$ cat src/hdl/decode_ctrl_pkg.sv
package decode_ctrl_pkg;

   typedef logic [3:0] alu_op_t;
   typedef logic [1:0] dsize_t;

   //////////////////////////////
   // Control frames, MSB first
   //   EX   alu_op(4) b_i s_u use_shamt
   //   MEM  re we s_u dsize(2)
   //   WB   dest(5) reg_we mem_alu data_pc
   //////////////////////////////
   typedef logic [6:0] ex_ctrl_t;
   typedef logic [4:0] mem_ctrl_t;
   typedef logic [7:0] wb_ctrl_t;

   // ALU operations
   localparam alu_op_t ALU_ADD = 4'd0;
   localparam alu_op_t ALU_SUB = 4'd1;
   localparam alu_op_t ALU_AND = 4'd2;
   localparam alu_op_t ALU_OR  = 4'd3;
   localparam alu_op_t ALU_XOR = 4'd4;
   localparam alu_op_t ALU_NOR = 4'd5;
   localparam alu_op_t ALU_SRL = 4'd6;
   localparam alu_op_t ALU_SLL = 4'd7;
   localparam alu_op_t ALU_SRA = 4'd8;
   localparam alu_op_t ALU_SLT = 4'd10;
   localparam alu_op_t ALU_LUI = 4'd11;

   // Memory access sizes
   localparam dsize_t DSIZE_BYTE = 2'd0;
   localparam dsize_t DSIZE_HALF = 2'd1;
   localparam dsize_t DSIZE_WORD = 2'd2;

endpackage

$ cat src/hdl/mips_isa_pkg.sv
package mips_isa_pkg;

   typedef logic [31:0] word_t;
   typedef logic [4:0]  reg_addr_t;
   typedef logic [5:0]  opcode_t;
   typedef logic [5:0]  funct_t;
   typedef logic [15:0] imm_t;
   typedef logic [4:0]  shamt_t;
   typedef logic [25:0] jump_target_t;

   // Instruction field positions
   localparam int OPCODE_MSB      = 31;
   localparam int RS_MSB          = 25;
   localparam int RT_MSB          = 20;
   localparam int RD_MSB          = 15;
   localparam int SHAMT_MSB       = 10;
   localparam int FUNCT_MSB       = 5;
   localparam int IMM_MSB         = 15;
   localparam int JUMP_TARGET_MSB = 25;

   localparam int        REGFILE_DEPTH = 32;
   localparam reg_addr_t RA_REG_ADDR   = 5'd31;

   //////////////////////////////
   // Opcodes
   //////////////////////////////
   localparam opcode_t OP_RTYPE = 6'b000000;
   localparam opcode_t OP_LB    = 6'b100000;
   localparam opcode_t OP_LH    = 6'b100001;
   localparam opcode_t OP_LW    = 6'b100011;
   localparam opcode_t OP_LBU   = 6'b100100;
   localparam opcode_t OP_LHU   = 6'b100101;
   localparam opcode_t OP_LWU   = 6'b100111;
   localparam opcode_t OP_SB    = 6'b101000;
   localparam opcode_t OP_SH    = 6'b101001;
   localparam opcode_t OP_SW    = 6'b101011;
   localparam opcode_t OP_ADDI  = 6'b001001;
   localparam opcode_t OP_ANDI  = 6'b001100;
   localparam opcode_t OP_ORI   = 6'b001101;
   localparam opcode_t OP_XORI  = 6'b001110;
   localparam opcode_t OP_LUI   = 6'b001111;
   localparam opcode_t OP_SLTI  = 6'b001010;
   localparam opcode_t OP_BEQ   = 6'b000100;
   localparam opcode_t OP_BNE   = 6'b000101;
   localparam opcode_t OP_J     = 6'b000010;
   localparam opcode_t OP_JAL   = 6'b000011;

   //////////////////////////////
   // R-type function codes
   //////////////////////////////
   localparam funct_t FN_SLL  = 6'b000000;
   localparam funct_t FN_SRL  = 6'b000010;
   localparam funct_t FN_SRA  = 6'b000011;
   localparam funct_t FN_SLLV = 6'b000100;
   localparam funct_t FN_SRLV = 6'b000110;
   localparam funct_t FN_SRAV = 6'b000111;
   localparam funct_t FN_ADDU = 6'b100001;
   localparam funct_t FN_SUBU = 6'b100011;
   localparam funct_t FN_AND  = 6'b100100;
   localparam funct_t FN_OR   = 6'b100101;
   localparam funct_t FN_XOR  = 6'b100110;
   localparam funct_t FN_NOR  = 6'b100111;
   localparam funct_t FN_SLT  = 6'b101010;
   localparam funct_t FN_JR   = 6'b001000;
   localparam funct_t FN_JALR = 6'b001001;

endpackage

$ cat src/hdl/decode_stage_regs.sv
`timescale 1ns/1ps

module decode_stage_regs (
   input  logic                      i_clk,
   input  logic                      i_rst,
   input  logic                      i_is_rtype,
   input  logic                      i_to_ra,
   input  logic                      i_is_branch,
   input  logic                      i_branch_ne,
   input  logic                      i_jump_inm,
   input  decode_ctrl_pkg::alu_op_t  i_op_alu_op,
   input  logic                      i_b_i,
   input  logic                      i_ex_signed_u,
   input  logic                      i_mem_re,
   input  logic                      i_mem_we,
   input  logic                      i_mem_unsigned,
   input  decode_ctrl_pkg::dsize_t   i_dsize,
   input  logic                      i_reg_we,
   input  logic                      i_mem_alu,
   input  logic                      i_op_link_pc,
   input  decode_ctrl_pkg::alu_op_t  i_fn_alu_op,
   input  logic                      i_fn_use_shamt,
   input  logic                      i_fn_jump_rs,
   input  logic                      i_fn_link_pc,
   input  mips_isa_pkg::reg_addr_t   i_rt,
   input  mips_isa_pkg::reg_addr_t   i_rd,
   input  mips_isa_pkg::word_t       i_rs_data,
   input  mips_isa_pkg::word_t       i_rt_data,
   input  mips_isa_pkg::word_t       i_pc,
   output decode_ctrl_pkg::ex_ctrl_t  o_ex_ctrl,
   output decode_ctrl_pkg::mem_ctrl_t o_mem_ctrl,
   output decode_ctrl_pkg::wb_ctrl_t  o_wb_ctrl,
   output mips_isa_pkg::word_t       o_pc,
   output logic                      o_nop,
   output logic                      o_jump_rs
);
   import mips_isa_pkg::*;
   import decode_ctrl_pkg::*;

   alu_op_t   alu_op;
   reg_addr_t dest;
   logic      use_shamt;
   logic      link_pc;
   logic      branch_taken;

   // Function table only counts for R-type
   assign alu_op    = i_is_rtype ? i_fn_alu_op : i_op_alu_op;
   assign link_pc   = i_is_rtype ? i_fn_link_pc : i_op_link_pc;
   assign use_shamt = i_is_rtype & i_fn_use_shamt;
   assign o_jump_rs = i_is_rtype & i_fn_jump_rs;

   // JAL links to r31, I-type writes rt
   assign dest = i_to_ra ? RA_REG_ADDR : (i_b_i ? i_rt : i_rd);

   assign branch_taken = (i_rs_data == i_rt_data) ^ i_branch_ne;

   //////////////////////////////
   // ID/EX pipeline registers
   //////////////////////////////
   always_ff @(posedge i_clk) begin
      if (i_rst) begin
         o_ex_ctrl  <= '0;
         o_mem_ctrl <= '0;
         o_wb_ctrl  <= '0;
         o_pc       <= '0;
         o_nop      <= 1'b0;
      end else begin
         o_ex_ctrl  <= {alu_op, i_b_i, i_ex_signed_u, use_shamt};
         o_mem_ctrl <= {i_mem_re, i_mem_we, i_mem_unsigned, i_dsize};
         o_wb_ctrl  <= {dest, i_reg_we, i_mem_alu, link_pc};
         o_pc       <= i_pc;
         // Squash the slot after any taken redirect
         o_nop      <= o_jump_rs | i_jump_inm | (branch_taken & i_is_branch);
      end
   end

endmodule

$ cat src/hdl/funct_decoder.sv
`timescale 1ns/1ps

module funct_decoder (
   input  mips_isa_pkg::funct_t     i_funct,
   output decode_ctrl_pkg::alu_op_t o_alu_op,
   output logic                     o_use_shamt,
   output logic                     o_jump_rs,
   output logic                     o_link_pc
);
   import mips_isa_pkg::*;
   import decode_ctrl_pkg::*;

   always_comb begin
      o_alu_op    = ALU_ADD;
      o_use_shamt = 1'b0;
      o_jump_rs   = 1'b0;
      o_link_pc   = 1'b0;

      case (i_funct)
         // Shift amount taken from the shamt field
         FN_SLL: begin
            o_alu_op    = ALU_SLL;
            o_use_shamt = 1'b1;
         end
         FN_SRL: begin
            o_alu_op    = ALU_SRL;
            o_use_shamt = 1'b1;
         end
         FN_SRA: begin
            o_alu_op    = ALU_SRA;
            o_use_shamt = 1'b1;
         end
         // Shift amount taken from rs
         FN_SLLV: o_alu_op = ALU_SLL;
         FN_SRLV: o_alu_op = ALU_SRL;
         FN_SRAV: o_alu_op = ALU_SRA;
         FN_ADDU: o_alu_op = ALU_ADD;
         FN_SUBU: o_alu_op = ALU_SUB;
         FN_AND:  o_alu_op = ALU_AND;
         FN_OR:   o_alu_op = ALU_OR;
         FN_XOR:  o_alu_op = ALU_XOR;
         FN_NOR:  o_alu_op = ALU_NOR;
         FN_SLT:  o_alu_op = ALU_SLT;
         FN_JR:   o_jump_rs = 1'b1;
         FN_JALR: begin
            o_jump_rs = 1'b1;
            o_link_pc = 1'b1;
         end
         default: begin
         end
      endcase
   end

endmodule

$ cat src/hdl/instruction_decode.sv
`timescale 1ns/1ps

module instruction_decode (
   input  logic                          i_clk,
   input  logic                          i_rst,
   input  mips_isa_pkg::word_t           i_instruction,
   input  mips_isa_pkg::word_t           i_pc,
   input  mips_isa_pkg::reg_addr_t       i_regfile_addr,
   input  mips_isa_pkg::word_t           i_regfile_data,
   input  logic                          i_regfile_we,
   output decode_ctrl_pkg::ex_ctrl_t     o_ex_ctrl,
   output decode_ctrl_pkg::mem_ctrl_t    o_mem_ctrl,
   output decode_ctrl_pkg::wb_ctrl_t     o_wb_ctrl,
   output mips_isa_pkg::word_t           o_pc,
   output mips_isa_pkg::word_t           o_a,
   output mips_isa_pkg::word_t           o_b,
   output mips_isa_pkg::imm_t            o_inm,
   output mips_isa_pkg::shamt_t          o_shamt,
   output logic                          o_nop,
   output logic                          o_branch,
   output logic                          o_jump_rs,
   output mips_isa_pkg::word_t           o_jump_rs_addr,
   output logic                          o_jump_inm,
   output mips_isa_pkg::jump_target_t    o_jump_inm_addr
);
   import mips_isa_pkg::*;
   import decode_ctrl_pkg::*;

   opcode_t   opcode;
   funct_t    funct;
   reg_addr_t rs;
   reg_addr_t rt;
   reg_addr_t rd;

   // Opcode table outputs
   logic    is_rtype, to_ra, branch_ne, b_i, ex_signed_u;
   logic    mem_re, mem_we, mem_unsigned, reg_we, mem_alu, op_link_pc;
   alu_op_t op_alu_op;
   dsize_t  dsize;

   // Function table outputs
   alu_op_t fn_alu_op;
   logic    fn_use_shamt, fn_jump_rs, fn_link_pc;

   //////////////////////////////
   // Field extraction
   //////////////////////////////
   assign opcode          = i_instruction[OPCODE_MSB -: $bits(opcode_t)];
   assign rs              = i_instruction[RS_MSB -: $bits(reg_addr_t)];
   assign rt              = i_instruction[RT_MSB -: $bits(reg_addr_t)];
   assign rd              = i_instruction[RD_MSB -: $bits(reg_addr_t)];
   assign o_shamt         = i_instruction[SHAMT_MSB -: $bits(shamt_t)];
   assign funct           = i_instruction[FUNCT_MSB -: $bits(funct_t)];
   assign o_inm           = i_instruction[IMM_MSB -: $bits(imm_t)];
   assign o_jump_inm_addr = i_instruction[JUMP_TARGET_MSB -: $bits(jump_target_t)];

   // JR/JALR target is register rs
   assign o_jump_rs_addr = o_a;

   register_file u_register_file (
      .i_clk     (i_clk),
      .i_rst     (i_rst),
      .i_rs_addr (rs),
      .i_rt_addr (rt),
      .i_wr_en   (i_regfile_we),
      .i_wr_addr (i_regfile_addr),
      .i_wr_data (i_regfile_data),
      .o_rs_data (o_a),
      .o_rt_data (o_b)
   );

   opcode_decoder u_opcode_decoder (
      .i_opcode       (opcode),
      .o_is_rtype     (is_rtype),
      .o_to_ra        (to_ra),
      .o_is_branch    (o_branch),
      .o_branch_ne    (branch_ne),
      .o_jump_inm     (o_jump_inm),
      .o_alu_op       (op_alu_op),
      .o_b_i          (b_i),
      .o_ex_signed_u  (ex_signed_u),
      .o_mem_re       (mem_re),
      .o_mem_we       (mem_we),
      .o_mem_unsigned (mem_unsigned),
      .o_dsize        (dsize),
      .o_reg_we       (reg_we),
      .o_mem_alu      (mem_alu),
      .o_link_pc      (op_link_pc)
   );

   funct_decoder u_funct_decoder (
      .i_funct     (funct),
      .o_alu_op    (fn_alu_op),
      .o_use_shamt (fn_use_shamt),
      .o_jump_rs   (fn_jump_rs),
      .o_link_pc   (fn_link_pc)
   );

   decode_stage_regs u_decode_stage_regs (
      .i_clk          (i_clk),
      .i_rst          (i_rst),
      .i_is_rtype     (is_rtype),
      .i_to_ra        (to_ra),
      .i_is_branch    (o_branch),
      .i_branch_ne    (branch_ne),
      .i_jump_inm     (o_jump_inm),
      .i_op_alu_op    (op_alu_op),
      .i_b_i          (b_i),
      .i_ex_signed_u  (ex_signed_u),
      .i_mem_re       (mem_re),
      .i_mem_we       (mem_we),
      .i_mem_unsigned (mem_unsigned),
      .i_dsize        (dsize),
      .i_reg_we       (reg_we),
      .i_mem_alu      (mem_alu),
      .i_op_link_pc   (op_link_pc),
      .i_fn_alu_op    (fn_alu_op),
      .i_fn_use_shamt (fn_use_shamt),
      .i_fn_jump_rs   (fn_jump_rs),
      .i_fn_link_pc   (fn_link_pc),
      .i_rt           (rt),
      .i_rd           (rd),
      .i_rs_data      (o_a),
      .i_rt_data      (o_b),
      .i_pc           (i_pc),
      .o_ex_ctrl      (o_ex_ctrl),
      .o_mem_ctrl     (o_mem_ctrl),
      .o_wb_ctrl      (o_wb_ctrl),
      .o_pc           (o_pc),
      .o_nop          (o_nop),
      .o_jump_rs      (o_jump_rs)
   );

endmodule

$ cat src/hdl/opcode_decoder.sv
`timescale 1ns/1ps

module opcode_decoder (
   input  mips_isa_pkg::opcode_t   i_opcode,
   output logic                    o_is_rtype,
   output logic                    o_to_ra,
   output logic                    o_is_branch,
   output logic                    o_branch_ne,
   output logic                    o_jump_inm,
   output decode_ctrl_pkg::alu_op_t o_alu_op,
   output logic                    o_b_i,
   output logic                    o_ex_signed_u,
   output logic                    o_mem_re,
   output logic                    o_mem_we,
   output logic                    o_mem_unsigned,
   output decode_ctrl_pkg::dsize_t  o_dsize,
   output logic                    o_reg_we,
   output logic                    o_mem_alu,
   output logic                    o_link_pc
);
   import mips_isa_pkg::*;
   import decode_ctrl_pkg::*;

   always_comb begin
      // Everything off unless the opcode says otherwise
      o_is_rtype     = 1'b0;
      o_to_ra        = 1'b0;
      o_is_branch    = 1'b0;
      o_branch_ne    = 1'b0;
      o_jump_inm     = 1'b0;
      o_alu_op       = ALU_ADD;
      o_b_i          = 1'b0;
      o_ex_signed_u  = 1'b0;
      o_mem_re       = 1'b0;
      o_mem_we       = 1'b0;
      o_mem_unsigned = 1'b0;
      o_dsize        = DSIZE_BYTE;
      o_reg_we       = 1'b0;
      o_mem_alu      = 1'b0;
      o_link_pc      = 1'b0;

      case (i_opcode)
         OP_RTYPE: begin
            o_is_rtype = 1'b1;
            o_reg_we   = 1'b1;
            o_mem_alu  = 1'b1;
         end

         //////////////////////////////
         // Loads and stores
         //////////////////////////////
         OP_LB, OP_LH, OP_LW, OP_LBU, OP_LHU, OP_LWU: begin
            o_b_i          = 1'b1;
            o_mem_re       = 1'b1;
            o_reg_we       = 1'b1;
            o_mem_unsigned = (i_opcode == OP_LBU) || (i_opcode == OP_LHU) ||
                             (i_opcode == OP_LWU);
            if ((i_opcode == OP_LB) || (i_opcode == OP_LBU)) begin
               o_dsize = DSIZE_BYTE;
            end else if ((i_opcode == OP_LH) || (i_opcode == OP_LHU)) begin
               o_dsize = DSIZE_HALF;
            end else begin
               o_dsize = DSIZE_WORD;
            end
         end
         OP_SB: begin
            o_b_i    = 1'b1;
            o_mem_we = 1'b1;
            o_dsize  = DSIZE_BYTE;
         end
         OP_SH: begin
            o_b_i    = 1'b1;
            o_mem_we = 1'b1;
            o_dsize  = DSIZE_HALF;
         end
         OP_SW: begin
            o_b_i    = 1'b1;
            o_mem_we = 1'b1;
            o_dsize  = DSIZE_WORD;
         end

         //////////////////////////////
         // Immediate ALU group
         //////////////////////////////
         OP_ADDI, OP_SLTI: begin
            o_alu_op  = (i_opcode == OP_ADDI) ? ALU_ADD : ALU_SLT;
            o_b_i     = 1'b1;
            o_reg_we  = 1'b1;
            o_mem_alu = 1'b1;
         end
         OP_ANDI, OP_ORI, OP_XORI, OP_LUI: begin
            case (i_opcode)
               OP_ANDI: o_alu_op = ALU_AND;
               OP_ORI:  o_alu_op = ALU_OR;
               OP_XORI: o_alu_op = ALU_XOR;
               default: o_alu_op = ALU_LUI;
            endcase
            // Logical immediates are zero extended
            o_b_i         = 1'b1;
            o_ex_signed_u = 1'b1;
            o_reg_we      = 1'b1;
            o_mem_alu     = 1'b1;
         end

         // Control flow
         OP_BEQ, OP_BNE: begin
            o_is_branch = 1'b1;
            o_branch_ne = (i_opcode == OP_BNE);
            o_b_i       = 1'b1;
         end
         OP_J: begin
            o_jump_inm = 1'b1;
         end
         OP_JAL: begin
            o_jump_inm = 1'b1;
            o_to_ra    = 1'b1;
            o_reg_we   = 1'b1;
            o_link_pc  = 1'b1;
         end
         default: begin
         end
      endcase
   end

endmodule

$ cat src/hdl/register_file.sv
`timescale 1ns/1ps

module register_file (
   input  logic                   i_clk,
   input  logic                   i_rst,
   input  mips_isa_pkg::reg_addr_t i_rs_addr,
   input  mips_isa_pkg::reg_addr_t i_rt_addr,
   input  logic                   i_wr_en,
   input  mips_isa_pkg::reg_addr_t i_wr_addr,
   input  mips_isa_pkg::word_t     i_wr_data,
   output mips_isa_pkg::word_t     o_rs_data,
   output mips_isa_pkg::word_t     o_rt_data
);
   import mips_isa_pkg::*;

   word_t regs [REGFILE_DEPTH];

   // Asynchronous read, no bypass from the write port
   assign o_rs_data = regs[i_rs_addr];
   assign o_rt_data = regs[i_rt_addr];

   always_ff @(posedge i_clk) begin
      if (i_rst) begin
         regs <= '{default: '0};
      end else if (i_wr_en) begin
         regs[i_wr_addr] <= i_wr_data;
      end
   end

endmodule

$ cat config.mk
export PLATFORM = sky130hd
export DESIGN_NAME = instruction_decode
export DESIGN_NICKNAME = d
export VERILOG_FILES = /design/src/hdl/decode_ctrl_pkg.sv /design/src/hdl/mips_isa_pkg.sv /design/src/hdl/decode_stage_regs.sv /design/src/hdl/funct_decoder.sv /design/src/hdl/instruction_decode.sv /design/src/hdl/opcode_decoder.sv /design/src/hdl/register_file.sv
export SDC_FILE = /design/constraint.sdc
export NUM_CORES = 2
export LEC_CHECK = 0
export BUFFER_PORTS_ARGS = -buffer_cell sky130_fd_sc_hd__buf_2
export CAP_MARGIN = 20
export CORE_MARGIN = 3
export CORE_UTILIZATION = 35
export CTS_CLUSTER_DIAMETER = 60
export DETAILED_ROUTE_END_ITERATION = 8
export GPL_ROUTABILITY_DRIVEN = 0
export GPL_TIMING_DRIVEN = 0
export MAX_ROUTING_LAYER = met4
export PLACE_DENSITY_LB_ADDON = 0.2
export SLEW_MARGIN = 15
export SYNTH_ARGS = -nofsm -noshare
export SYNTH_HDL_FRONTEND = slang
export SYNTH_SLANG_ARGS = --single-unit
$ cat constraint.sdc
create_clock -name i_clk -period 3.4 [get_ports i_clk]
set_input_delay 0.17 -clock i_clk [delete_from_list [all_inputs] [get_ports i_clk]]
set_output_delay 0.17 -clock i_clk [all_outputs]
set_load 0.005 [all_outputs]
==> metrics.md <==
| Metric | Value |
|---|---|
| Routed vias | 57200 |
| Vias per cell | approximately 6.3 |
| Mux cell area share after synthesis | 21.9% |
| # DRC | 16 |
| Die footprint | 161000 sq um |
| Post-synth design cell area | about 55000 sq um |
| Synth Area in Simple Gates | ~18% |
| Cell area after layout | 65900 sq um |
| Initial antenna violation count | 29 |
| CP endpoint kind | register |
| First-pass GRT wire length | roughly 420 mm |
| Vias in the first global route | 51300 |
| Outcome | complete, but fails checks |
| Least-Margin Pin Slew | between 1 and 1.5 ns |
| Post-synth top area cell | dfxtp_1 |
| Clk sinks | 1077 |
| Slew Viols, Final | 0 |
| First DRT Iteration DRCs | between 10000 and 15000 |
| Starting Density | approximately 35% |
| Max IR drop VDD | 0.547 mV |
| Critical path type | input port to register |
| Tmin final | between 3 and 4 ns |
| Seq cells post-synth | about 1100 |
| Grt total ovfl | 0 |
| Post-synthesis cell count | about 6300 |
| Max Cap Viol | 0 |
| Die Ht | 401 microns |
| Critical path peak fanout | 10 |
| Final worst slack | -0.253 ns |
| Die span in x | between 400 and 500 microns |
| Synth cell types | 46 |
| Peak Freq | 274 MHz |
| Post-synth EDFFs | 0 |
| Placed cell areas | approximately 59000 sq um |
| Drt wl/cell | roughly 35 microns |
| Synth warnings | 0 |
| CTS tree | done |
| First-pass DRT Iterations | 9 |
| Largest family of logic cells by synthesized area | multiplexers |
| Total Wirelength | 315 mm |
| Min Hold Slack | between 0.03 and 0.04 ns |
| ANT nets after route | 0 |
| H-tree levels | 4 |
| # setup viols final | 7 |
| Latest clock arrival within the worst-skew pair | ~0.83 ns |
| Final period util | 107% |
| Clock slew at reported path FFs | 0.07 ns |
| Root buf cell | clkbuf_16 |
| Leading cell type in the layout, fill and taps excluded | nand2_1 |
| Hold Vio Cnt, Final | 0 |
| Layout cells sized above 1 | roughly a fifth |
| Xor and xnor fraction of the mapped netlist area | less than 1% |
| Commonest non-fill, non-tap cells in the layout | nand2_1, dfxtp_1, a21oi_1 |
| Area grow syn2layout | 20.5% |
| HP Class | input port to register |
| Num rows | about 140 |
| Dpl hpwl | ~230 mm |
| Compound-Gate Fraction of Synth Area | between 10% and 20% |
| Synth Net Count | about 6400 |
| Relative max-transition margin | around 12% |
| Post-synth ARST share | 0% |
| I/O pin total | ~300 |
| P per Cell Area | 492 nW/um^2 |
| GRT Total Usage | 38.8% |
| Synth area leaders | dfxtp_1, mux4_2, nand2_1, a21oi_1, clkbuf_1 |
| Worst Path Arrival | between 4 and 5 ns |
| Setup Skew | approximately 0.033 ns |
| Failing checks | DRC, setup timing |
| Max Buffers Root-to-Sink | 3 |
| Core footprint | around 150000 sq um |
| PortBufs | approximately 290 |
| RSZ-0062 raised after global routing | true |
| Worst endpoint required time | between 4 and 5 ns |
| Largest net degree at the start of global routing | 17 |
| Post-Synth Adder-Cell Area | 0% |
| Nets | about 7000 |
| Seq/Total Area, Yosys | around two fifths |
| Total CTS buffers | 134 |
| Main synth FF type | dfxtp_1 |
| Synth top area share | 39.4% |
| Avg Inst Size Synth | ~8.7 sq um |
| Type of origin of the critical path | input port |
| Leak | roughly 22 nW |
## worst paths after layout
check | cells past startpoint | slack, ns | endpoint | from
setup / recovery | 13 | -0.25 | u_decode_stage_regs.o_nop$_SDFF_PP0_ | i_instruction[17]
hold / removal | 6 | 0.03 | u_register_file.regs[288]$_SDFFE_PP0P_ | i_regfile_addr[4]
setup reg to reg | 9 | -0.15 | u_decode_stage_regs.o_nop$_SDFF_PP0_ | u_register_file.regs[827]$_SDFFE_PP0P_
hold reg to reg | 2 | 0.47 | u_register_file.regs[842]$_SDFFE_PP0P_ | u_register_file.regs[842]$_SDFFE_PP0P_
## cell type report
cell class,count,area (sq um)
antenna,31,77.6
buffer,695,3520
clock buffer,198,4010
clock inverter,48,654
fill,15400,88700
inverter,6,22.5
multi-input combinational,4544,30600
sequential,1077,21600
tap,2044,2560
timing repair buffer,425,2870
## routing by layer
metal	global-route usage, %	vias to the layer above	wire length [microns]
li1	-	23100	-
met1	44.6	27900	109000
met2	51.5	4972	125000
met3	17.8	1269	51000
met4	30.7	0	30500
met5	-	-	0
## power by group
group / switching [mW] / internal (mW)
Clock: 6.30 / 9.14
Combinational: 3.02 / 1.13
Sequential: 0.0758 / 12.7
## Yosys cell counts (3+ instances only)
cell / count
a21boi_0: 61
buf_2: 69
o21ai_0: 5
mux2i_1: 172
a32o_1: 40
a221oi_1: 64
a21boi_1: 3
nor2_1: 68
and3_1: 19
a21oi_1: 1041
inv_1: 5
a22oi_1: 16
or2_2: 3
and2_1: 67
nand4_1: 11
buf_6: 7
nand3_1: 4
a31oi_1: 83
nor3b_1: 3
nand2_1: 2259
buf_1: 19
xnor2_1: 33
clkbuf_1: 499
buf_4: 101
dfxtp_1: 1077
nand2b_1: 4
o21bai_1: 64
nor2b_1: 42
nor3_1: 4
mux4_2: 456
## through the flow
step / instances / power (mW) / utilization (%) / setup TNS [ns] / worst slack [ns]
after CTS: 9029 / 31.9 / 42.3 / -0.232 / -0.231
after global routing: 9063 / 32.7 / 42.6 / -0.0784 / -0.0784
after detailed placement: 8685 / 16.7 / 38.2 / -39.96 / -2.99
final: 9068 / 32.4 / 42.6 / -0.572 / -0.253
after floorplan: 6322 / 14.7 / - / 0 / 0.506
after global placement: 8654 / 16.6 / 38.0 / -143.34 / -2.98
## timing repair
item / in CTS / in global routing
endpoints found under the hold margin: 132 / 0
pin swaps: 6 / 9
gates cloned: 0 / 0
endpoints found under the setup margin: 95 / 34
resized for setup: 157 / 123
hold buffers: 98 / 0
setup buffers: 0 / 4
## flip-flops by register name, summed over array words and instances, names as in the netlist
name,flops
u_decode_stage_regs.o_mem_ctrl,5
u_decode_stage_regs.o_wb_ctrl,8
u_decode_stage_regs.o_pc,32
u_decode_stage_regs.o_nop,1
u_decode_stage_regs.o_ex_ctrl,7
u_register_file.regs,1024
## critical path, stage by stage
cell and delay [ns]:
buf_2 0.13, buf_4 0.30, clkbuf_4 0.41, buf_4 0.45, mux4_2 0.47, mux2i_1 0.19
a32o_1 0.42, a31oi_1 0.26, xnor2_1 0.46, nand4_1 0.25, nor4_4 0.43, a21oi_2 0.08
a311o_1 0.27
## kinds of logic after synthesis
family,count (synthesis)
multiplexers,628
flip-flops,1077
AND/OR/NAND/NOR,2498
XOR/XNOR,33
buffers and inverters,701
AO/OA/AOI/OAI,1385
Note: power is estimated with default switching activity, not from simulation.
